===== src/include/mips_macros.svh =====
`ifndef MIPS_MACROS_SVH
`define MIPS_MACROS_SVH

// datapath and register-address widths
`define NB_DATA    32
`define NB_ADDR    5

// memory depths in 32-bit words
`define IMEM_DEPTH 64
`define DMEM_DEPTH 64

// forwarding select width
`define NB_FW      2

`endif


===== src/hdl/pipe_pkg.sv =====
`include "mips_macros.svh"

package pipe_pkg;

    typedef enum logic [2:0] {
        ADD,
        SUB,
        AND,
        OR,
        SLT
    } aluOp_e;

    // built in ID, travels down to WB
    typedef struct packed {
        logic   regWrite;
        logic   memRead;
        logic   memWrite;
        logic   mem2reg;     // write-back takes memory data
        logic   regDst;      // rd instead of rt
        logic   aluSrcImm;
        aluOp_e aluOp;
    } ctrl_t;

    typedef struct packed {
        ctrl_t               ctrl;
        logic [`NB_ADDR-1:0] rs;
        logic [`NB_ADDR-1:0] rt;
        logic [`NB_ADDR-1:0] rd;
        logic [`NB_DATA-1:0] regA;
        logic [`NB_DATA-1:0] regB;
        logic [`NB_DATA-1:0] immediate;   // sign extended
    } idEx_t;

    typedef struct packed {
        ctrl_t               ctrl;
        logic [`NB_ADDR-1:0] writeReg;
        logic [`NB_DATA-1:0] aluResult;
        logic [`NB_DATA-1:0] data4Mem;
    } exMem_t;

    typedef struct packed {
        logic                regWrite;
        logic [`NB_ADDR-1:0] reg2write;
        logic [`NB_DATA-1:0] writeData;
    } wb_t;

    typedef struct packed {
        logic                                valid;
        logic [$clog2(`DMEM_DEPTH)+1:0]      dataAddr;   // byte address
        logic [`NB_DATA-1:0]                 data2mem;
    } store_t;

    typedef enum logic [`NB_FW-1:0] {
        REG,
        MEMWB,
        EXMEM
    } fwSel_e;

endpackage


===== src/hdl/memory_access.sv =====
`timescale 1ns/1ns
`include "mips_macros.svh"

module memory_access (
    input  logic             clk,
    input  logic             i_rstN,
    input  logic             i_halt,
    input  pipe_pkg::exMem_t i_exMem,
    output pipe_pkg::wb_t    o_wb,
    output pipe_pkg::store_t o_store
);
    localparam int NB_IDX = $clog2(`DMEM_DEPTH);

    logic [`NB_DATA-1:0] dataMem [`DMEM_DEPTH];
    logic [NB_IDX-1:0]   wordIdx;
    logic                storeNow;
    pipe_pkg::wb_t       memWb;

    assign wordIdx  = i_exMem.aluResult[NB_IDX+1:2];
    assign storeNow = i_exMem.ctrl.memWrite && !i_halt;   // once, on the cycle it leaves

    always_ff @(posedge clk) begin
        if (storeNow) begin
            dataMem[wordIdx] <= i_exMem.data4Mem;
        end
    end

    // ------------------------------------------------------------------------
    // MEM/WB with the write-back select in front
    always_ff @(posedge clk) begin
        if (!i_rstN) begin
            memWb <= '0;
        end else if (!i_halt) begin
            memWb.regWrite  <= i_exMem.ctrl.regWrite && i_exMem.writeReg != '0;
            memWb.reg2write <= i_exMem.writeReg;
            memWb.writeData <= i_exMem.ctrl.mem2reg ? dataMem[wordIdx] : i_exMem.aluResult;
        end
    end

    // a held MEM/WB is reported when halt drops
    always_comb begin
        o_wb          = memWb;
        o_wb.regWrite = memWb.regWrite && !i_halt;
    end

    assign o_store = '{valid:    storeNow,
                       dataAddr: i_exMem.aluResult[NB_IDX+1:0],
                       data2mem: i_exMem.data4Mem};

endmodule


===== config.mk =====
export PLATFORM = sky130hd
export DESIGN_NAME = memory_access
export DESIGN_NICKNAME = d
export VERILOG_FILES = /design/src/hdl/pipe_pkg.sv /design/src/hdl/memory_access.sv
export VERILOG_INCLUDE_DIRS = /design/src /design/src/include
export SDC_FILE = /design/constraint.sdc
export NUM_CORES = 2
export LEC_CHECK = 0
export BUFFER_PORTS_ARGS = -buffer_cell sky130_fd_sc_hd__clkbuf_2
export CELL_PAD_IN_SITES_DETAIL_PLACEMENT = 1
export CELL_PAD_IN_SITES_GLOBAL_PLACEMENT = 2
export CORE_MARGIN = 5
export CORE_UTILIZATION = 40
export CTS_CLUSTER_DIAMETER = 200
export DETAILED_ROUTE_END_ITERATION = 8
export HOLD_SLACK_MARGIN = 0.05
export PLACE_DENSITY = 0.65
export SLEW_MARGIN = 20
export SYNTH_ARGS = -nofsm -noshare
export SYNTH_HDL_FRONTEND = slang
export SYNTH_SLANG_ARGS = --single-unit

===== constraint.sdc =====
create_clock -name clk -period 5.9 [get_ports clk]
set_input_delay 0.59 -clock clk [delete_from_list [all_inputs] [get_ports clk]]
set_output_delay 0.59 -clock clk [all_outputs]
set_load 0.05 [all_outputs]

==> flow_results.xml <==
<?xml version="1.0" encoding="UTF-8"?>
<metrics>
  <group name="run">
    <metric name="cap_violations" unit="">0</metric>
  </group>
  <group name="yosys">
    <metric name="postSynth.topFlopCell" unit="">edfxtp_1</metric>
    <metric name="synthDominantCellAreaShare" unit="">0.760</metric>
    <metric name="synth-warning-count" unit="">0</metric>
    <metric name="netlist.top_cell.by_area" unit="">edfxtp_1</metric>
    <metric name="post_synth_mux_area_share" unit="">0.0926</metric>
    <metric name="synth_seq_area_share" unit="">0.769</metric>
    <metric name="syn_nets" unit="">4431</metric>
    <metric name="synth.ff_latch_count" unit="">2086</metric>
    <metric name="number_of_enable_type_register_cells_in_the_synthesized_netlist" unit="">2048</metric>
    <metric name="synthXorXnorAreaFrac" unit="">0</metric>
    <metric name="syn_area" unit="um2">80900</metric>
    <metric name="synth_compound_area_frac" unit="">0.0898</metric>
    <metric name="synthesis.instances" unit="">4350</metric>
    <metric name="netlist_top_cells_count" unit="">edfxtp_1, a221oi_1, mux2_2</metric>
    <metric name="mean_area_per_synthesized_cell" unit="um2">18.6</metric>
    <metric name="yosysUniqueCellTypes" unit="">77</metric>
    <metric name="post_synth_fa_ha_maj_area_fraction" unit="">0</metric>
    <metric name="synth_most_common_cell" unit="">edfxtp_1</metric>
    <metric name="synth_top_family_by_area" unit="">multiplexers</metric>
    <metric name="post_synth_main_area_contributors" unit="">edfxtp_1, mux4_2, mux2_2</metric>
    <metric name="yosys.area_share.simple" unit="">0.0201</metric>
    <metric name="ys_async_sr_fraction" unit="">0</metric>
  </group>
  <group name="critical_path">
    <metric name="crit_fanout" unit="">46</metric>
    <metric name="timing_worst_setup_path_type" unit="">in2reg</metric>
    <metric name="critical_path.endpoint_type" unit="">register</metric>
    <metric name="crit_required" unit="ps">6690</metric>
    <metric name="arrival" unit="ps">4270</metric>
    <metric name="cp-start-kind" unit="">input pin</metric>
  </group>
  <group name="floorplanning">
    <metric name="rows" unit="">165</metric>
    <metric name="initial_core_util" unit="">0.401</metric>
    <metric name="io_pins" unit="">160</metric>
    <metric name="width_of_the_die" unit="um">460</metric>
    <metric name="die_area" unit="um2">211000</metric>
    <metric name="core_area" unit="um2">202000</metric>
    <metric name="dieHeight" unit="um">460</metric>
  </group>
  <group name="place">
    <metric name="portBuffers" unit="">153</metric>
    <metric name="place.gp.congestion" unit="">0.818</metric>
    <metric name="pre_cts_ws" unit="ps">1510</metric>
    <metric name="detailed_place_hpwl" unit="mm">182</metric>
  </group>
  <group name="drt">
    <metric name="route.detailed.drc" unit="">0</metric>
    <metric name="antenna_violating_nets_post_route" unit="">0</metric>
    <metric name="dr.first_iter.drc_count" unit="">6357</metric>
    <metric name="wire_per_inst" unit="um">41.1</metric>
    <metric name="routed_wl" unit="mm">307</metric>
    <metric name="route.detailed.vias_per_inst" unit="">6.39</metric>
    <metric name="via_total_after_detailed_routing" unit="">47800</metric>
    <metric name="firstDrtPassIters" unit="">5</metric>
  </group>
  <group name="clocking">
    <metric name="number_of_cts_inserted_buffers" unit="">213</metric>
    <metric name="cts-root-to-sink-buffers" unit="">3</metric>
    <metric name="htree_levels" unit="">4</metric>
    <metric name="post_cts_resize_count" unit="">0</metric>
    <metric name="cts_hold_repair.buffers" unit="">19</metric>
    <metric name="cts_tree" unit="">done</metric>
    <metric name="root_buffer" unit="">clkbuf_16</metric>
    <metric name="cts.repair_timing.setup_buffer_count" unit="">0</metric>
    <metric name="clk_pin_slew" unit="ps">60</metric>
    <metric name="clock-sinks" unit="">2086</metric>
    <metric name="clock_insertion_delay_worst_skew" unit="ps">870</metric>
  </group>
  <group name="power">
    <metric name="leakagePower" unit="nW">29.5</metric>
    <metric name="power.density" unit="nW/um2">339</metric>
    <metric name="vdd_ir_drop_max" unit="uV">318</metric>
  </group>
  <group name="timing">
    <metric name="relSlewSlack" unit="">0.204</metric>
    <metric name="report.final.setup_viol" unit="">0</metric>
    <metric name="fmaxAchievable" unit="MHz">287</metric>
    <metric name="final_period_minus_worst_setup_slack" unit="ps">3490</metric>
    <metric name="totalNegativeSetupSlack" unit="ps">0</metric>
    <metric name="final_min_period_over_clock_period" unit="">0.591</metric>
    <metric name="timing_max_transition_violations_final" unit="">0</metric>
    <metric name="finalHoldViolations" unit="">0</metric>
    <metric name="grt_setup_unrepaired" unit="">false</metric>
    <metric name="clock-skew-final" unit="ps">31.9</metric>
    <metric name="postLayoutSetupSlackWorst" unit="ps">2410</metric>
    <metric name="worst-slew-pin-transition" unit="ps">1190</metric>
  </group>
  <group name="finish">
    <metric name="postLayoutCoreUtil" unit="">0.460</metric>
    <metric name="final_net_count" unit="">4701</metric>
    <metric name="share_of_post_route_cells_with_drive_strength_above_1" unit="">0.241</metric>
    <metric name="flow.area_growth_from_synthesis" unit="%">14.6</metric>
    <metric name="fillCellCount" unit="">18700</metric>
  </group>
  <group name="global_route">
    <metric name="globalRouteTotalUtil" unit="">0.286</metric>
    <metric name="wire_length_of_the_first_global_routing_pass" unit="mm">413</metric>
    <metric name="grt_pass1_vias" unit="">47400</metric>
    <metric name="global_route.overflow_total" unit="">0</metric>
    <metric name="grt_start_max_net_pins" unit="">76</metric>
    <metric name="antenna_violations_before_repair" unit="">20</metric>
  </group>
  <group name="min_path">
    <metric name="hold_path_class" unit="">in2reg</metric>
  </group>
  <group name="outcome">
    <metric name="run_status" unit="">finished clean</metric>
  </group>
</metrics>
sequential cells by signal, summed over array words and instances (netlist names):
register,cells
memWb,1
dataMem,2048
o_wb,37
cell families after synthesis:
family                 count (synthesis)
DFF                                 2086
AOI/OAI and AO/OA                    978
muxes                                556
buffers and inverters                390
and+or+nand+nor                      340
cell type report:
| type | count | area (um2) | area share |
|---|---|---|---|
| sequential | 2086 | 62300 | 0.671 |
| multi-input combinational | 1874 | 17000 | 0.183 |
| clock buffer | 279 | 5700 | 0.0615 |
| timing repair buffer | 438 | 3520 | 0.0379 |
| tap | 2672 | 3340 | 0.0360 |
| clock inverter | 118 | 895 | 0.00965 |
| inverter | 7 | 35.0 | 0.000378 |
| antenna | 6 | 15.0 | 0.000162 |
worst max-delay path: stages:
cell	delay [ps]
buf_8	390
buf_12	330
nor2b_4	710
buf_4	530
a221oi_1	190
o22ai_1	650
a22oi_1	220
and3_1	280
a21oi_1	130
per-stage QoR:
| step | area [um2] | power (W) | hold slack [ps] | instances |
|---|---|---|---|---|
| 2_1_floorplan | 80900 | 0.0177 | 445 | 4350 |
| 3_3_place_gp | 85900 | 0.0187 | 458 | 7057 |
| 4_1_cts | 92700 | 0.0315 | 52.8 | 7474 |
| 3_5_place_dp | 85900 | 0.0187 | 475 | 7058 |
| 6_report | 92800 | 0.0314 | 115 | 7480 |
| 5_1_grt | 92700 | 0.0323 | 112 | 7474 |
power breakdown:
group,total (W),internal (W),switching [W]
clock network,0.0130,0.00716,0.00581
logic,0.00207,0.000545,0.00153
registers,0.0164,0.0163,0.0000378
total,0.0314,0.0241,0.00738
placed cells by master (no fill, tap or decap), types with 65 or more instances in the layout:
| master | instances |
|---|---|
| edfxtp_1 | 2048 |
| clkbuf_2 | 149 |
| a21oi_1 | 123 |
| mux2i_1 | 208 |
| nor2_4 | 67 |
| mux4_2 | 132 |
| buf_4 | 222 |
| nor2_1 | 65 |
| a221oi_1 | 245 |
| o21ai_0 | 83 |
| nand2_1 | 88 |
| mux2_2 | 213 |
| a22oi_1 | 176 |
| o22ai_1 | 115 |
| clkbuf_16 | 217 |
layer usage:
metal  GRT usage  vias to the layer above  part of all wire  wire [um]
met5           0                        -           0.00017         53
met4       0.107                        8             0.042      12800
met3      0.0538                      514             0.090      27500
met2       0.453                     2690              0.47     143000
met1       0.397                    26000              0.40     124000
li1            -                    18600                 -          -
path summary, 6_finish.rpt:
check | end | startpoint | cells past startpoint | slack [ps]
setup / recovery | o_wb[8] | i_exMem[35] | 9 | 2410
hold / removal | o_wb[31] | i_exMem[63] | 3 | 110
setup reg to reg | o_wb[9] | dataMem[45][9] | 6 | 3010
hold reg to reg | memWb[37] | memWb[37] | 2 | 480
Power figures use the tool's default switching activity.
