`src/include/mips_macros.svh`:
```
`ifndef MIPS_MACROS_SVH
`define MIPS_MACROS_SVH

// datapath and register-address widths
`define NB_DATA    32
`define NB_ADDR    5

// memory depths in 32-bit words
`define IMEM_DEPTH 64
`define DMEM_DEPTH 64

// forwarding select width
`define NB_FW      2

`endif

```
`src/hdl/pipe_pkg.sv`:
```
`include "mips_macros.svh"

package pipe_pkg;

    typedef enum logic [2:0] {
        ADD,
        SUB,
        AND,
        OR,
        SLT
    } aluOp_e;

    // built in ID, travels down to WB
    typedef struct packed {
        logic   regWrite;
        logic   memRead;
        logic   memWrite;
        logic   mem2reg;     // write-back takes memory data
        logic   regDst;      // rd instead of rt
        logic   aluSrcImm;
        aluOp_e aluOp;
    } ctrl_t;

    typedef struct packed {
        ctrl_t               ctrl;
        logic [`NB_ADDR-1:0] rs;
        logic [`NB_ADDR-1:0] rt;
        logic [`NB_ADDR-1:0] rd;
        logic [`NB_DATA-1:0] regA;
        logic [`NB_DATA-1:0] regB;
        logic [`NB_DATA-1:0] immediate;   // sign extended
    } idEx_t;

    typedef struct packed {
        ctrl_t               ctrl;
        logic [`NB_ADDR-1:0] writeReg;
        logic [`NB_DATA-1:0] aluResult;
        logic [`NB_DATA-1:0] data4Mem;
    } exMem_t;

    typedef struct packed {
        logic                regWrite;
        logic [`NB_ADDR-1:0] reg2write;
        logic [`NB_DATA-1:0] writeData;
    } wb_t;

    typedef struct packed {
        logic                                valid;
        logic [$clog2(`DMEM_DEPTH)+1:0]      dataAddr;   // byte address
        logic [`NB_DATA-1:0]                 data2mem;
    } store_t;

    typedef enum logic [`NB_FW-1:0] {
        REG,
        MEMWB,
        EXMEM
    } fwSel_e;

endpackage

```
`src/hdl/forwarding_unit.sv`:
```
`timescale 1ns/1ns
`include "mips_macros.svh"

module forwarding_unit (
    input  logic [`NB_ADDR-1:0] i_rs,
    input  logic [`NB_ADDR-1:0] i_rt,
    input  logic [`NB_ADDR-1:0] i_exMemDest,
    input  logic                i_exMemWrite,
    input  pipe_pkg::wb_t       i_wb,
    output pipe_pkg::fwSel_e    o_fwA,
    output pipe_pkg::fwSel_e    o_fwB
);
    // newest producer wins
    function automatic pipe_pkg::fwSel_e pick(input logic [`NB_ADDR-1:0] src,
                                              input logic [`NB_ADDR-1:0] exMemDest,
                                              input logic                exMemWrite,
                                              input pipe_pkg::wb_t       wb);
        if (src == '0) begin
            return pipe_pkg::REG;
        end
        if (exMemWrite && exMemDest == src) begin
            return pipe_pkg::EXMEM;
        end
        if (wb.regWrite && wb.reg2write == src) begin
            return pipe_pkg::MEMWB;
        end
        return pipe_pkg::REG;
    endfunction

    assign o_fwA = pick(i_rs, i_exMemDest, i_exMemWrite, i_wb);
    assign o_fwB = pick(i_rt, i_exMemDest, i_exMemWrite, i_wb);

endmodule

```
`config.mk`:
```
export PLATFORM = sky130hd
export DESIGN_NAME = forwarding_unit
export DESIGN_NICKNAME = d
export VERILOG_FILES = /design/src/hdl/pipe_pkg.sv /design/src/hdl/forwarding_unit.sv
export VERILOG_INCLUDE_DIRS = /design/src /design/src/include
export SDC_FILE = /design/constraint.sdc
export NUM_CORES = 1
export LEC_CHECK = 0
export ABC_AREA = 1
export BUFFER_PORTS_ARGS = -buffer_cell sky130_fd_sc_hd__buf_2
export CORE_AREA = 5 5 42 44
export DETAILED_ROUTE_END_ITERATION = 6
export DIE_AREA = 0 0 47 49
export PLACE_DENSITY = 0.94
export SYNTH_ARGS = -nofsm -noshare
export SYNTH_HDL_FRONTEND = slang
export SYNTH_SLANG_ARGS = --single-unit
```
`constraint.sdc`:
```
create_clock -name vclk -period 0.95
set_clock_uncertainty 0.05 [all_clocks]
set_input_delay 0.0475 -clock vclk [all_inputs]
set_output_delay 0.0475 -clock vclk [all_outputs]
set_load 0.005 [all_outputs]
```
==> results.toml, run 1 <==
[global_route]
antenna_found_initial = 0
gr-usage-all-layers_pct = 9.89
grt_max_degree = 5
grt-ovfl-total = 0
grt_util_met2_pct = 17.4
top_usage_layer = "met2"
grt_pass1_wl_um = 1890
grt_use_met3_pct = 0.738
gr-usage-met1_pct = 13.5
grt_pass1_vias = 526

[detailed_routing]
drt_first_pass_iters = 4
wire_per_inst_um = 7.46
num_vias = 628
drtAntennaViolNets = 0
drt-initial-drc-count = 11
drt-total-wl_um = 1110
viasPerCell = 4.21
drc = 0

[sta]
setup_ws_ps = 106
whs_ps = 455
fin_tns_setup_ps = 0
period_needed_ps = 844
post-route-period-util_pct = 88.8
hold_violations = 0
setup_viol = 0
worst_pin_slew_ps = 177
fmax_mhz = 1180
slew_headroom_pct = 88.2
drv_slew = 0

[final_layout]
antenna-diode-count = 0
nClkBuffers = 0
nets = 189
fin_area_um2 = 612
instances_no_fill = 149
areaGrowthSynthToFinish_pct = 40.9
register_area_um2 = 0
nFlopsAndLatches = 0
final_util_pct = 43.7
layout-drive-gt1-share_pct = 33.8

[setup_path]
endpoint_kind = "output pin"
critical_path.top_delay_family = "simple AND/OR/NAND/NOR gates"
slowest_stage = "nor2_1"
path_buf_inv = 3
path_cells = "buf_2, inv_2, nand2_1, nand2_1, nor2_1, nand2_1, nor2_1, nor2_1, buf_2"
criticalPathCategory = "input pin to output pin"
start_kind = "input pin"
cpPeakStageDelay_ps = 120
crit_fanout = 3
worst_ep_arrival_time_ps = 750
cp.required_ps = 850

[floorplanning]
fp-row-count = 14
ioPinCount = 58
die-height_um = 49
die_w_um = 47
core-area_um2 = 1400
dieArea_um2 = 2300
initial_utilization_pct = 31.0

[power_and_ir_drop]
clock_power_share_pct = 0
peakVddDrop_v = 0.000143
p_switching_mw = 0.127
switching_share_pct = 56.8
p_leak_nw = 0.419
p_int_mw = 0.0968
seq_power_share_pct = 0
fin_total_pwr_mw = 0.224
share_comb_of_total_power_pct = 100.0
p_per_area_nw_per_um2 = 367

[placed_design]
hpwl_um = 1030
gp_congestion = 0.828
dp_cells = 149
dp_slack_ps = 105
port-buffer-count = 26
dpl_cell_area_um2 = 584

[clock_tree]
post_cts_buffers = 0

[hold_path]
min_path_type = "input pin to output pin"

[synth]
synth_top_area_share_pct = 49.3
ys_types = 10
ys_seq_area_share_pct = 0
yosysWarnings = 0
postSynthCellCount = 107
syn_area_um2 = 434
synth_top_area_cell = "nand2_1"
syn-num-nets = 161
yosys-top-cells-area = "nand2_1, nor2_1, inv_1"
syn-mean-instance-area_um2 = 4.06

[run]
maxCapViolations = 0

[outcome]
status = "finished clean"
## worst paths after layout
path                            from       end  depth (start not counted)
worst min-delay path  i_exMemDest[2]  o_fwB[1]                          5
worst max-delay path         i_rs[3]  o_fwA[0]                          9
## placed cells by master (no fill, tap or decap), drive strengths merged
| master | synthesis | layout |
|---|---|---|
| nor3 | 2 | 2 |
| nor2 | 16 | 16 |
| buf | 0 | 26 |
| nand4 | 2 | 2 |
| nand3 | 4 | 4 |
| nand2 | 58 | 58 |
| a21oi | 2 | 2 |
| inv | 23 | 23 |
## power by group through the flow
stage	registers [mW]	clock network [mW]	logic, mW
after detailed placement	0	0	0.212
after floorplan	0	0	0.124
after CTS	0	0	0.213
after global placement	0	0	0.209
after global routing	0	0	0.258
final	0	0	0.224
## layer usage
| metal | wire (um) | vias up |
|---|---|---|
| met2 | 514 | 15 |
| met3 | 94 | 0 |
| met4 | 0 | 0 |
| met1 | 503 | 248 |
| met5 | 0 | - |
| li1 | - | 365 |
## timing repair
action | in CTS | in global routing
hold buffers | 0 | 0
resized for setup | 0 | 9
endpoints found under the setup margin | 0 | 1
## final cells by class
type                       instances  area [um2]
inverter                          23        88.8
fill                             160         790
timing repair buffer              26         149
tap                               16        20.0
multi-input combinational         84         354
## worst min-delay path, cell delays in order
cell     delay (ps)
buf_2           100
nand2_1          50
nand4_1         100
nor3_2           50
buf_2           110
## cell usage after synthesis, drive strengths merged
cell type	instances
nand2	58
inv	23
nor2	16
nand3	4
a21oi	2
nand4	2
nor3	2
## cell families (layout without fill, tap and decap cells)
| kind of cell | Yosys count | count (layout) | share of synthesized area [%] |
|---|---|---|---|
| buffers and inverters | 23 | 49 | 19.9 |
| AOI/OAI and AO/OA | 2 | 2 | 2.31 |
| and+or+nand+nor | 82 | 82 | 77.8 |
Note: power is estimated with default switching activity, not from simulation.
==> inputs of run 2 (changes only) <==
Settings changed: REMOVE_ABC_BUFFERS set to 1.
Clock period 0.95 ns to 1.1 ns, I/O delays scaled along.
==> results.toml, run 2 (synthesis results as in run 1) <==
[outcome]
status = "finished clean"

[final_layout]
final_common_cell = "nand2_1"
nFlopsAndLatches = 0
antenna-diode-count = 0
nClkBuffers = 0
register_area_um2 = 0
areaGrowthSynthToFinish_pct = 34.6
nets = 189
fin_area_um2 = 584
final_cell_mix = "nand2_1, buf_2, nor2_1"
layout-drive-gt1-share_pct = 31.6

[power_and_ir_drop]
clock_power_share_pct = 0
share_comb_of_total_power_pct = 100.0
p_per_area_nw_per_um2 = 312
p_int_mw = 0.0756
p_leak_nw = 0.413
seq_power_share_pct = 0
p_switching_mw = 0.107
peakVddDrop_v = 0.000119
switching_share_pct = 58.6

[sta]
hold_violations = 0
period_needed_ps = 859
fmax_mhz = 1160
setup_viol = 0
worst_pin_slew_ps = 166
post-route-period-util_pct = 78.1
rsz0062_at_grt = "no"
fin_tns_setup_ps = 0
slew_headroom_pct = 88.9
whs_ps = 469
drv_slew = 0

[setup_path]
cp.required_ps = 1000
endpoint_kind = "output pin"
start_kind = "input pin"
criticalPathCategory = "input pin to output pin"
worst_ep_arrival_time_ps = 750
crit_fanout = 3

[detailed_routing]
viasPerCell = 4.25
drt_first_pass_iters = 4
wire_per_inst_um = 7.34
num_vias = 633
drc = 0
drtAntennaViolNets = 0
drt-total-wl_um = 1090
drt-initial-drc-count = 11

[floorplanning]
initial_utilization_pct = 31.0
die-height_um = 49
die_w_um = 47
ioPinCount = 58
fp-row-count = 14
core-area_um2 = 1400
dieArea_um2 = 2300

[global_route]
grt_pass1_wl_um = 1890
antenna_found_initial = 0
grt_pass1_vias = 526
gr-usage-all-layers_pct = 9.89
grt_max_degree = 5
grt-ovfl-total = 0

[run]
maxCapViolations = 0

[hold_path]
min_path_type = "input pin to output pin"

[placed_design]
hpwl_um = 1030
port-buffer-count = 26
dpl_cell_area_um2 = 584
gp_congestion = 0.828

[clock_tree]
post_cts_buffers = 0
cts_resized = 0
cts_hold_buf = 0
[run 2: final timing paths]
path / startpoint / end / slack [ps] / cells after the start
setup / recovery: i_rs[3] / o_fwA[0] / 240 / 9
hold / removal: i_exMemDest[2] / o_fwB[1] / 470 / 5
[run 2: critical path, cell delays in order]
cell and delay (ps):
buf_2 100, inv_2 40, nand2_1 50, nand2_1 40, nor2_1 120, nand2_1 90, nor2_1 90, nor2_1 50
buf_2 120
[run 2: power by group through the flow]
stage | sequential, mW | clock (mW) | combinational, mW
5_1_grt | 0 | 0 | 0.212
4_1_cts | 0 | 0 | 0.184
3_3_place_gp | 0 | 0 | 0.181
3_5_place_dp | 0 | 0 | 0.183
6_report | 0 | 0 | 0.183
2_1_floorplan | 0 | 0 | 0.107
[run 2: per-stage QoR]
step                      power, mW  cells  util [%]  setup slack [ps]
after global placement        0.181    149      41.7               248
final                         0.183    149      41.7               241
after global routing          0.212    149      41.7               120
after CTS                     0.184    149      41.7               237
after floorplan               0.107    107         -               511
after detailed placement      0.183    149      41.7               240
[run 2: area by class of cell]
class                      instances  area (um2)
inverter                          23        86.3
multi-input combinational         84         348
fill                             161         817
timing repair buffer              26         130
tap                               16        20.0
[run 2: layer usage]
metal	part of all wire, %	track usage [%]	vias to the layer above
li1	-	-	365
met1	45	13.5	251
met2	46	17.4	17
met3	9.4	0.738	0
met4	0	0	0
met5	0	0	-
==> inputs of run 3 (changes only) <==
Settings changed: ABC_AREA 1 to 0, PLACE_DENSITY 0.94 to 0.8.
Clock period 1.1 ns to 0.85 ns, I/O delays scaled along.
==> results.toml, run 3 <==
[outcome]
status = "complete, but fails checks"
violations = "setup timing"

[detailed_routing]
num_vias = 384
drt-total-wl_um = 1050
drt_first_pass_iters = 2
drtAntennaViolNets = 0
viasPerCell = 4.47
drc = 0
wire_per_inst_um = 12.2
drt-initial-drc-count = 2

[final_layout]
nClkBuffers = 0
fin_area_um2 = 632
areaGrowthSynthToFinish_pct = 134
instances_no_fill = 86
register_area_um2 = 0
layout-drive-gt1-share_pct = 64.3
nets = 126
antenna-diode-count = 0
nFlopsAndLatches = 0
final_common_cell = "buf_2"
final_util_pct = 45.1
final_cell_mix = "buf_2, xnor2_1, buf_6"

[floorplanning]
initial_utilization_pct = 19.3
ioPinCount = 58
dieArea_um2 = 2300
die-height_um = 49
core-area_um2 = 1400
die_w_um = 47
fp-row-count = 14

[synth]
yosys-top-cells-area = "xnor2_1, xor2_1, nor4b_1"
syn_area_um2 = 270
synth_top_area_share_pct = 38.9
synth_top_area_cell = "xnor2_1"
postSynthCellCount = 36
syn-mean-instance-area_um2 = 7.51
yosysWarnings = 0
ys_top_cells_by_count = "xnor2_1, xor2_1"
ys_types = 10
synth.most_common_cell = "xnor2_1"
ys_seq_area_share_pct = 0

[sta]
fmax_mhz = 898
setup_viol = 4
rsz0062_at_grt = "yes"
post-route-period-util_pct = 131
hold_violations = 0
worst_pin_slew_ps = 239
slew_headroom_pct = 83.9
whs_ps = 377
fin_tns_setup_ps = -951
drv_slew = 0
period_needed_ps = 1110
setup_ws_ps = -264

[global_route]
grt_max_degree = 4
grt_pass1_wl_um = 1660
antenna_found_initial = 0
grt-ovfl-total = 0
gr-usage-all-layers_pct = 9.19
grt_pass1_vias = 416

[setup_path]
path_buf_inv = 2
cp.depth = 6
start_kind = "input pin"
crit_fanout = 3
slowest_stage = "nor4_2"
criticalPathCategory = "input pin to output pin"
path_cells = "buf_8, xor2_1, nor4_2, nand3_1, nor4b_2, buf_2"
cpPeakStageDelay_ps = 300
cp.required_ps = 760
critical_path.top_delay_family = "simple AND/OR/NAND/NOR gates"
endpoint_kind = "output pin"
worst_ep_arrival_time_ps = 1020

[hold_path]
min_path_type = "input pin to output pin"
min_path_cells = 4

[power_and_ir_drop]
p_leak_nw = 0.282
p_per_area_nw_per_um2 = 459
fin_total_pwr_mw = 0.290
peakVddDrop_v = 0.000235

[placed_design]
gp_congestion = 0.828
port-buffer-count = 26
dpl_cell_area_um2 = 480
dp_cells = 86
dp_slack_ps = -348
hpwl_um = 880

[run]
maxCapViolations = 0
## run 3: changes by cell type after synthesis, moves of 8 or more
cell	before	now
xnor2_1	0	12
nor2_1	14	2
inv_2	11	0
nand2_1	57	2
inv_1	12	0
xor2_1	0	8
## run 3: report_power, final
| group | leakage, nW | switching [mW] | internal, mW |
|---|---|---|---|
| Sequential | 0 | 0 | 0 |
| Combinational | 0.282 | 0.117 | 0.173 |
| Clock | 0 | 0 | 0 |
## run 3: layout make-up
cell class / count / area (um2)
fillers: 150 / 769
multi-input cells: 36 / 344
repair buffers: 34 / 268
well taps: 16 / 20.0
## run 3: cell families (layout without fill, tap and decap cells)
group | count (synthesis) | count (layout) | synth area share, %
xor+xnor | 20 | 20 | 64.8
buf+inv | 0 | 34 | 0
simple gates | 16 | 16 | 35.2
## run 3: path summary, 6_finish.rpt
check,end,start
max,o_fwB[0],i_rt[2]
min,o_fwB[0],i_wb[37]
## run 3: routing by layer
metal	up-vias	share of wire, %	track usage [%]
met3	0	11	1.11
met2	20	48	15.8
met5	-	0	0
met1	170	41	12.2
met4	0	0	0.922
li1	194	-	-
## run 3: timing repair
| action | in CTS | in global routing |
|---|---|---|
| hold buffers | 0 | 0 |
| resized for setup | 19 | 11 |
| hold endpoints to repair | 0 | 0 |
| setup endpoints to repair | 4 | 4 |
| pin swaps | 10 | 10 |
| cloned | 0 | 0 |
| buffers inserted | 0 | 0 |
## run 3: worst min-delay path: stages
cell     delay, ps
buf_2          110
nand2_1         70
nor4b_2         50
buf_2          120
