[config.mk]
export PLATFORM = sky130hd
export DESIGN_NAME = instruction_decode
export DESIGN_NICKNAME = d
export VERILOG_FILES = /design/src/hdl/isa_pkg.sv /design/src/hdl/pipe_pkg.sv /design/src/hdl/instruction_decode.sv
export VERILOG_INCLUDE_DIRS = /design/src /design/src/include
export SDC_FILE = /design/constraint.sdc
export NUM_CORES = 2
export LEC_CHECK = 0
export BUFFER_PORTS_ARGS = -buffer_cell sky130_fd_sc_hd__buf_2
export CAP_MARGIN = 20
export CORE_MARGIN = 1.5
export CORE_UTILIZATION = 50
export DETAILED_ROUTE_END_ITERATION = 16
export PLACE_DENSITY_LB_ADDON = 0.15
export REMOVE_ABC_BUFFERS = 1
export SLEW_MARGIN = 20
export SYNTH_ARGS = -nofsm -noshare
export SYNTH_HDL_FRONTEND = slang
export SYNTH_SLANG_ARGS = --single-unit
[constraint.sdc]
create_clock -name clk -period 5.08 [get_ports clk]
set_clock_uncertainty 0.2 [all_clocks]
set_input_delay 0.762 -clock clk [delete_from_list [all_inputs] [get_ports clk]]
set_output_delay 0.762 -clock clk [all_outputs]
set_load 0.05 [all_outputs]
[src/include/mips_macros.svh]
`ifndef MIPS_MACROS_SVH
`define MIPS_MACROS_SVH

// datapath and register-address widths
`define NB_DATA    32
`define NB_ADDR    5

// memory depths in 32-bit words
`define IMEM_DEPTH 64
`define DMEM_DEPTH 64

// forwarding select width
`define NB_FW      2

`endif

[src/hdl/isa_pkg.sv]
`include "mips_macros.svh"

package isa_pkg;

    typedef enum logic [5:0] {
        RTYPE = 6'd0,
        J     = 6'd2,
        BEQ   = 6'd4,
        ADDIU = 6'd9,
        LW    = 6'd35,
        SW    = 6'd43
    } opcode_e;

    // funct field, R-type only
    typedef enum logic [5:0] {
        ADDU = 6'd33,
        SUBU = 6'd35,
        AND  = 6'd36,
        OR   = 6'd37,
        SLT  = 6'd42
    } funct_e;

    typedef struct packed {
        opcode_e             opcode;
        logic [`NB_ADDR-1:0] rs;
        logic [`NB_ADDR-1:0] rt;
        logic [`NB_ADDR-1:0] rd;
        logic [4:0]          shamt;
        funct_e              funct;
    } rType_t;

    typedef struct packed {
        opcode_e             opcode;
        logic [`NB_ADDR-1:0] rs;
        logic [`NB_ADDR-1:0] rt;
        logic [15:0]         immediate;
    } iType_t;

    // one instruction word, two decodings
    typedef union packed {
        rType_t r;
        iType_t i;
    } instr_u;

    typedef logic [25:0] jTarget_t;   // low 26 bits of the I-type view

endpackage

[src/hdl/pipe_pkg.sv]
`include "mips_macros.svh"

package pipe_pkg;

    typedef enum logic [2:0] {
        ADD,
        SUB,
        AND,
        OR,
        SLT
    } aluOp_e;

    // built in ID, travels down to WB
    typedef struct packed {
        logic   regWrite;
        logic   memRead;
        logic   memWrite;
        logic   mem2reg;     // write-back takes memory data
        logic   regDst;      // rd instead of rt
        logic   aluSrcImm;
        aluOp_e aluOp;
    } ctrl_t;

    typedef struct packed {
        ctrl_t               ctrl;
        logic [`NB_ADDR-1:0] rs;
        logic [`NB_ADDR-1:0] rt;
        logic [`NB_ADDR-1:0] rd;
        logic [`NB_DATA-1:0] regA;
        logic [`NB_DATA-1:0] regB;
        logic [`NB_DATA-1:0] immediate;   // sign extended
    } idEx_t;

    typedef struct packed {
        ctrl_t               ctrl;
        logic [`NB_ADDR-1:0] writeReg;
        logic [`NB_DATA-1:0] aluResult;
        logic [`NB_DATA-1:0] data4Mem;
    } exMem_t;

    typedef struct packed {
        logic                regWrite;
        logic [`NB_ADDR-1:0] reg2write;
        logic [`NB_DATA-1:0] writeData;
    } wb_t;

    typedef struct packed {
        logic                                valid;
        logic [$clog2(`DMEM_DEPTH)+1:0]      dataAddr;   // byte address
        logic [`NB_DATA-1:0]                 data2mem;
    } store_t;

    typedef enum logic [`NB_FW-1:0] {
        REG,
        MEMWB,
        EXMEM
    } fwSel_e;

endpackage

[src/hdl/instruction_decode.sv]
`timescale 1ns/1ns
`include "mips_macros.svh"

module instruction_decode (
    input  logic                clk,
    input  logic                i_rstN,
    input  logic                i_halt,
    input  logic                i_stall,
    input  isa_pkg::instr_u     i_instruction,
    input  logic [`NB_DATA-1:0] i_pcounter4,
    input  pipe_pkg::wb_t       i_wb,
    input  logic [`NB_DATA-1:0] i_fwdExMem,
    output pipe_pkg::idEx_t     o_idEx,
    output logic                o_takeJump,
    output logic [`NB_DATA-1:0] o_addr2jump,
    output logic [`NB_ADDR-1:0] o_rsIFID,
    output logic [`NB_ADDR-1:0] o_rtIFID
);
    logic [`NB_DATA-1:0] regFile [2**`NB_ADDR];
    pipe_pkg::ctrl_t     ctrl;
    logic [`NB_ADDR-1:0] rs;
    logic [`NB_ADDR-1:0] rt;
    logic [`NB_ADDR-1:0] fwdDest;      // mirror of the EX/MEM ALU destination
    logic [`NB_DATA-1:0] regA;
    logic [`NB_DATA-1:0] regB;
    logic [`NB_DATA-1:0] cmpA;
    logic [`NB_DATA-1:0] cmpB;
    logic [`NB_DATA-1:0] immExt;
    logic [`NB_DATA-1:0] branchTarget;
    isa_pkg::jTarget_t   jTarget;
    logic                isBeq;
    logic                isJump;

    // read with write-through from WB
    function automatic logic [`NB_DATA-1:0] readReg(input logic [`NB_ADDR-1:0] addr);
        if (addr == '0) begin
            return '0;
        end
        if (i_wb.regWrite && i_wb.reg2write == addr) begin
            return i_wb.writeData;
        end
        return regFile[addr];
    endfunction

    assign rs = i_instruction.i.rs;
    assign rt = i_instruction.i.rt;

    always_comb begin
        regA = readReg(rs);
        regB = readReg(rt);
    end

    always_ff @(posedge clk) begin
        if (!i_rstN) begin
            regFile[0] <= '0;
        end else if (i_wb.regWrite) begin
            regFile[i_wb.reg2write] <= i_wb.writeData;
        end
    end

    // ------------------------------------------------------------------------
    // control decode
    always_comb begin
        ctrl       = '0;
        ctrl.aluOp = pipe_pkg::ADD;
        case (i_instruction.r.opcode)
            isa_pkg::RTYPE: begin
                ctrl.regWrite = 1'b1;
                ctrl.regDst   = 1'b1;
                case (i_instruction.r.funct)
                    isa_pkg::ADDU: ctrl.aluOp = pipe_pkg::ADD;
                    isa_pkg::SUBU: ctrl.aluOp = pipe_pkg::SUB;
                    isa_pkg::AND:  ctrl.aluOp = pipe_pkg::AND;
                    isa_pkg::OR:   ctrl.aluOp = pipe_pkg::OR;
                    isa_pkg::SLT:  ctrl.aluOp = pipe_pkg::SLT;
                    default:       ctrl.regWrite = 1'b0;   // unknown funct acts as a nop
                endcase
            end
            isa_pkg::ADDIU: begin
                ctrl.regWrite  = 1'b1;
                ctrl.aluSrcImm = 1'b1;
            end
            isa_pkg::LW: begin
                ctrl.regWrite  = 1'b1;
                ctrl.memRead   = 1'b1;
                ctrl.mem2reg   = 1'b1;
                ctrl.aluSrcImm = 1'b1;
            end
            isa_pkg::SW: begin
                ctrl.memWrite  = 1'b1;
                ctrl.aluSrcImm = 1'b1;
            end
            default: ;   // BEQ and J finish here
        endcase
    end

    // ------------------------------------------------------------------------
    // branch and jump resolution
    assign cmpA = (fwdDest != '0 && fwdDest == rs) ? i_fwdExMem : regA;
    assign cmpB = (fwdDest != '0 && fwdDest == rt) ? i_fwdExMem : regB;

    assign isBeq        = i_instruction.i.opcode == isa_pkg::BEQ;
    assign isJump       = i_instruction.i.opcode == isa_pkg::J;
    assign immExt       = {{16{i_instruction.i.immediate[15]}}, i_instruction.i.immediate};
    assign jTarget      = {i_instruction.i.rs, i_instruction.i.rt, i_instruction.i.immediate};
    assign branchTarget = i_pcounter4 + {immExt[`NB_DATA-3:0], 2'b00};

    assign o_takeJump  = isJump || (isBeq && cmpA == cmpB);
    assign o_addr2jump = isJump ? {i_pcounter4[`NB_DATA-1:28], jTarget, 2'b00} : branchTarget;
    assign o_rsIFID    = rs;
    assign o_rtIFID    = rt;

    always_ff @(posedge clk) begin
        if (!i_rstN) begin
            o_idEx  <= '0;
            fwdDest <= '0;
        end else if (!i_halt) begin
            o_idEx <= '{ctrl: ctrl, rs: rs, rt: rt, rd: i_instruction.r.rd,
                        regA: regA, regB: regB, immediate: immExt};
            if (i_stall) begin
                o_idEx.ctrl <= '0;   // bubble
            end
            // loads are not ready in EX/MEM
            fwdDest <= (o_idEx.ctrl.regWrite && !o_idEx.ctrl.memRead) ?
                       (o_idEx.ctrl.regDst ? o_idEx.rd : o_idEx.rt) : '0;
        end
    end

    // $zero holds across any write-back traffic
    assert property (@(posedge clk) disable iff (!i_rstN) regFile[0] == '0)
        else $error("register 0 lost its zero value");

endmodule

==> out/qor.csv <==
metric,value,unit
status,"complete, but fails checks",
violations,negative setup slack,
drtIter0Drc,5092,
cts_tree,built,
overflow,0,
final_cells,5621,
required,4.12,ns
max_stage_delay,0.68,ns
area_delta_synth_final,21.24,%
vias,38641,
grt_setup_unrepaired,true,
p_leak,21.93,nW
async_reset_ff_share,0,%
critPathTopFamily,buffers and inverters,
combPwrFrac,14.3,%
switching_share,25.74,%
cp_slowest_cell,or4_2,
setup_ws,-0.4771,ns
synth_seq_cells,1127,
detail_route.wl_per_cell,35.55,microns
min_period,5.557,ns
diodes,0,
cts_buffers,115,
synth_edf_count,1024,
critical_path.max_fanout,13,
p_switching,5.697,mW
dieArea,114700,sq um
intPower,16.44,mW
io_buffers,300,
cp.arrival,4.60,ns
fillers,8148,
critical_path_buf_inv_count,9,
ant_nets,0,
cap_violations,0,
yosysWarnings,0,
setup_viol,1,
worstSetupPathType,in -> out,
sequentialPowerShare,46.5,%
wl,199800,microns
crit_start,i_instruction[20],
syn-cell-area,56320,sq um
grt_pass1_vias,38813,
cp.depth,15,
rrSetupSlack,2.32,ns
grtUsageTotal,34.55,%
grt_max_degree,59,
synth_area_per_cell,16.87,sq um
whs_endpoint,o_idEx[7]$_SDFFE_PN0N_,
power,22.13,mW
post-route-period-util,109.4,%
drive_gt1_share,41.69,%
drc,0,
synth-main-ff-cell,edfxtp_1,
worst_pin_slew,1.187,ns
finalHoldViolations,0,
ios,301,
power_density,324.2,nW/um^2
die_y,338.6,microns
end_kind,primary output,
start_kind,input pin,
r2r_start,regFile[5][31]$_DFFE_PP_,
die_w,338.6,microns
viasPerCell,6.874,
place.gp.congestion,0.9412,
min_path_type,in -> reg,
synth-seq-area-share,58.26,%
fin_nets,4204,
core,111100,sq um
place_inst,5383,
crit_chain,"buf_4, buf_12, xor2_1, buf_4, or4_2, buf_4, buf_4, nor2_1, buf_4, buf_4, a211o_1, o211ai_1, buf_4, o31ai_4, buf_12",
irDropWorstVdd,0.3282,mV
hold_path_depth,3,
placementRows,122,
reg2regPathDepth,8,
cts-root-buf,clkbuf_16,
hpwl,130600,microns
syn_inst,3338,
cp_common_cell,buf_4,
drtPass1Iterations,5,
antenna_found_initial,5,
ctsHtreeMaxLevel,3,
clock_latency,0.73,ns
slew_violations,0,
min-delay-start,i_instruction[7],
clock_path_buffers,3,
clkPwrFrac,39.2,%
cts-hold-fix-buffers,0,
clk_pin_slew,0.06,ns
ys_types,94,
r2r-end,o_idEx[63]$_SDFFE_PN0N_,
grt_pass1_wl,282300,microns
start_util,50.68,%
cts_sinks,1127,
relSlewSlack,20.66,%
fmax,180.0,MHz
[final cells by class]
class                           count  area, sq um  area share, %
Multi-Input combinational cell   1897        22290          32.64
Sequential cell                  1127        32810          48.06
Inverter                           25        96.34         0.1411
Timing Repair Buffer              870         7398          10.84
Tap cell                         1488         1862          2.727
Clock buffer                      144         3088          4.523
Clock inverter                     70        735.7          1.078
[stage by stage]
| stage | hold WS, ns | utilization (%) | cell area [sq um] | setup TNS, ns | setup slack (ns) |
|---|---|---|---|---|---|
| 2_1_floorplan | 0.3781 | - | 54490 | -41.71 | -2.306 |
| 6_report | 0.1488 | 61.44 | 68280 | -0.4771 | -0.4771 |
| 4_1_cts | 0.1204 | 61.19 | 68000 | -0.3392 | -0.3392 |
| 3_3_place_gp | 0.2714 | 57.23 | 63600 | -2.176 | -1.205 |
| 5_1_grt | 0.1628 | 61.44 | 68280 | -0.4397 | -0.4397 |
| 3_5_place_dp | 0.2833 | 57.23 | 63600 | -2.269 | -1.191 |
[cells by family after synthesis]
| group | Yosys count | synth area share [%] |
|---|---|---|
| AO/OA/AOI/OAI | 544 | 7.123 |
| buffers and inverters | 314 | 3.417 |
| flip-flops | 1127 | 58.26 |
| XOR/XNOR | 79 | 1.242 |
| AND/OR/NAND/NOR | 522 | 4.841 |
| multiplexers | 722 | 24.43 |
| adder cells (fa/ha/maj) | 30 | 0.6799 |
[per-layer routing]
layer | global-route usage, % | up-vias | share of wire [%]
met5 | 0 | - | 0.010
met4 | 18.31 | 4 | 6.0
met3 | 7.817 | 616 | 12
met2 | 54.92 | 2907 | 47
met1 | 44.54 | 19811 | 35
li1 | - | 15303 | -
[synth_stat cells, types with 8 or more instances]
| cell | number | share of area, % |
|---|---|---|
| mux2_2 | 26 | 0.52 |
| mux2i_1 | 180 | 3.2 |
| nor2b_1 | 67 | 0.74 |
| o22ai_1 | 46 | 0.51 |
| inv_1 | 22 | 0.15 |
| o221a_2 | 10 | 0.20 |
| buf_4 | 62 | 0.83 |
| o21ai_0 | 92 | 0.82 |
| a221oi_1 | 35 | 0.54 |
| ha_1 | 29 | 0.64 |
| buf_2 | 63 | 0.56 |
| edfxtp_1 | 1024 | 55 |
| and3_1 | 33 | 0.37 |
| nand3_1 | 15 | 0.13 |
| clkbuf_1 | 102 | 0.68 |
| nand2b_1 | 23 | 0.26 |
| a21o_1 | 24 | 0.32 |
| a21oi_1 | 71 | 0.63 |
| and2_1 | 71 | 0.79 |
| nor3_1 | 15 | 0.13 |
| o221ai_1 | 8 | 0.12 |
| a221o_1 | 11 | 0.20 |
| mux4_2 | 504 | 20 |
| xnor2_1 | 39 | 0.61 |
| buf_12 | 8 | 0.28 |
| dfxtp_1 | 103 | 3.7 |
| o31ai_1 | 8 | 0.11 |
| mux4_1 | 12 | 0.56 |
| a221oi_2 | 9 | 0.24 |
| o211a_1 | 13 | 0.23 |
| xor2_1 | 39 | 0.61 |
| a2bb2oi_1 | 10 | 0.16 |
| buf_1 | 17 | 0.11 |
| buf_8 | 9 | 0.24 |
| a22oi_1 | 79 | 1.1 |
| nor2_1 | 106 | 0.71 |
| nand2_1 | 133 | 0.89 |
| or3_1 | 8 | 0.089 |
| buf_6 | 26 | 0.52 |
| a211oi_1 | 40 | 0.53 |
[registers in the layout, indices dropped and copies added (netlist names)]
signal	cells
fwdDest	5
regFile	1024
o_idEx	98
[tightest hold or removal path, delay by kind of cell]
kind,cells,cell delay [ns]
buffers and inverters,1,0.11
muxes,1,0.06
and+or+nand+nor,1,0.09
[cells in the final DEF, fill, tap and decap left out, drive strengths merged, types with 8 or more instances in the layout]
master and n:
nor4 9, a221oi 46, o211a 13, nor3 16, buf 866, nand3 15
and2 73, clkinvlp 9, o22ai 46, a211oi 41, ha 29, clkbuf 146
o31ai 9, nand2b 23, a22oi 79, edfxtp 1024, a21o 24, xnor2 40
or3 8, a221o 11, a21oi 79, mux2 26, inv 28, and3 33
o221ai 8, a2bb2oi 11, nand2 133, nor2 106, dfxtp 103, xor2 39
o21ai 96, o221a 13, nor2b 67, mux2i 180, nand4 8, bufinv 13
clkinv 45, mux4 516
[timing repair]
item	in CTS	in global routing
resized for setup	68	43
pin swaps	18	19
cloned	3	0
buffers inserted	15	6
setup endpoints to repair	9	10
[how the worst max path moves through the flow]
stage	to	slack [ns]
finish	o_takeJump	-0.48
floorplan	fwdDest[4]$_SDFFE_PN0N_	-2.31
detailed placement	o_takeJump	-1.19
global placement	o_takeJump	-1.21
global route	o_takeJump	-0.44
CTS	o_takeJump	-0.34
[power by group through the flow]
stage | Clock, mW | Sequential [mW] | Combinational [mW]
floorplan | 0 | 10.7 | 1.28
global placement | 0 | 10.5 | 2.97
detailed placement | 0 | 10.5 | 3.01
CTS | 8.72 | 10.3 | 3.09
global route | 9.06 | 10.3 | 3.28
finish | 8.68 | 10.3 | 3.16
(Power assumes the default switching activity.)
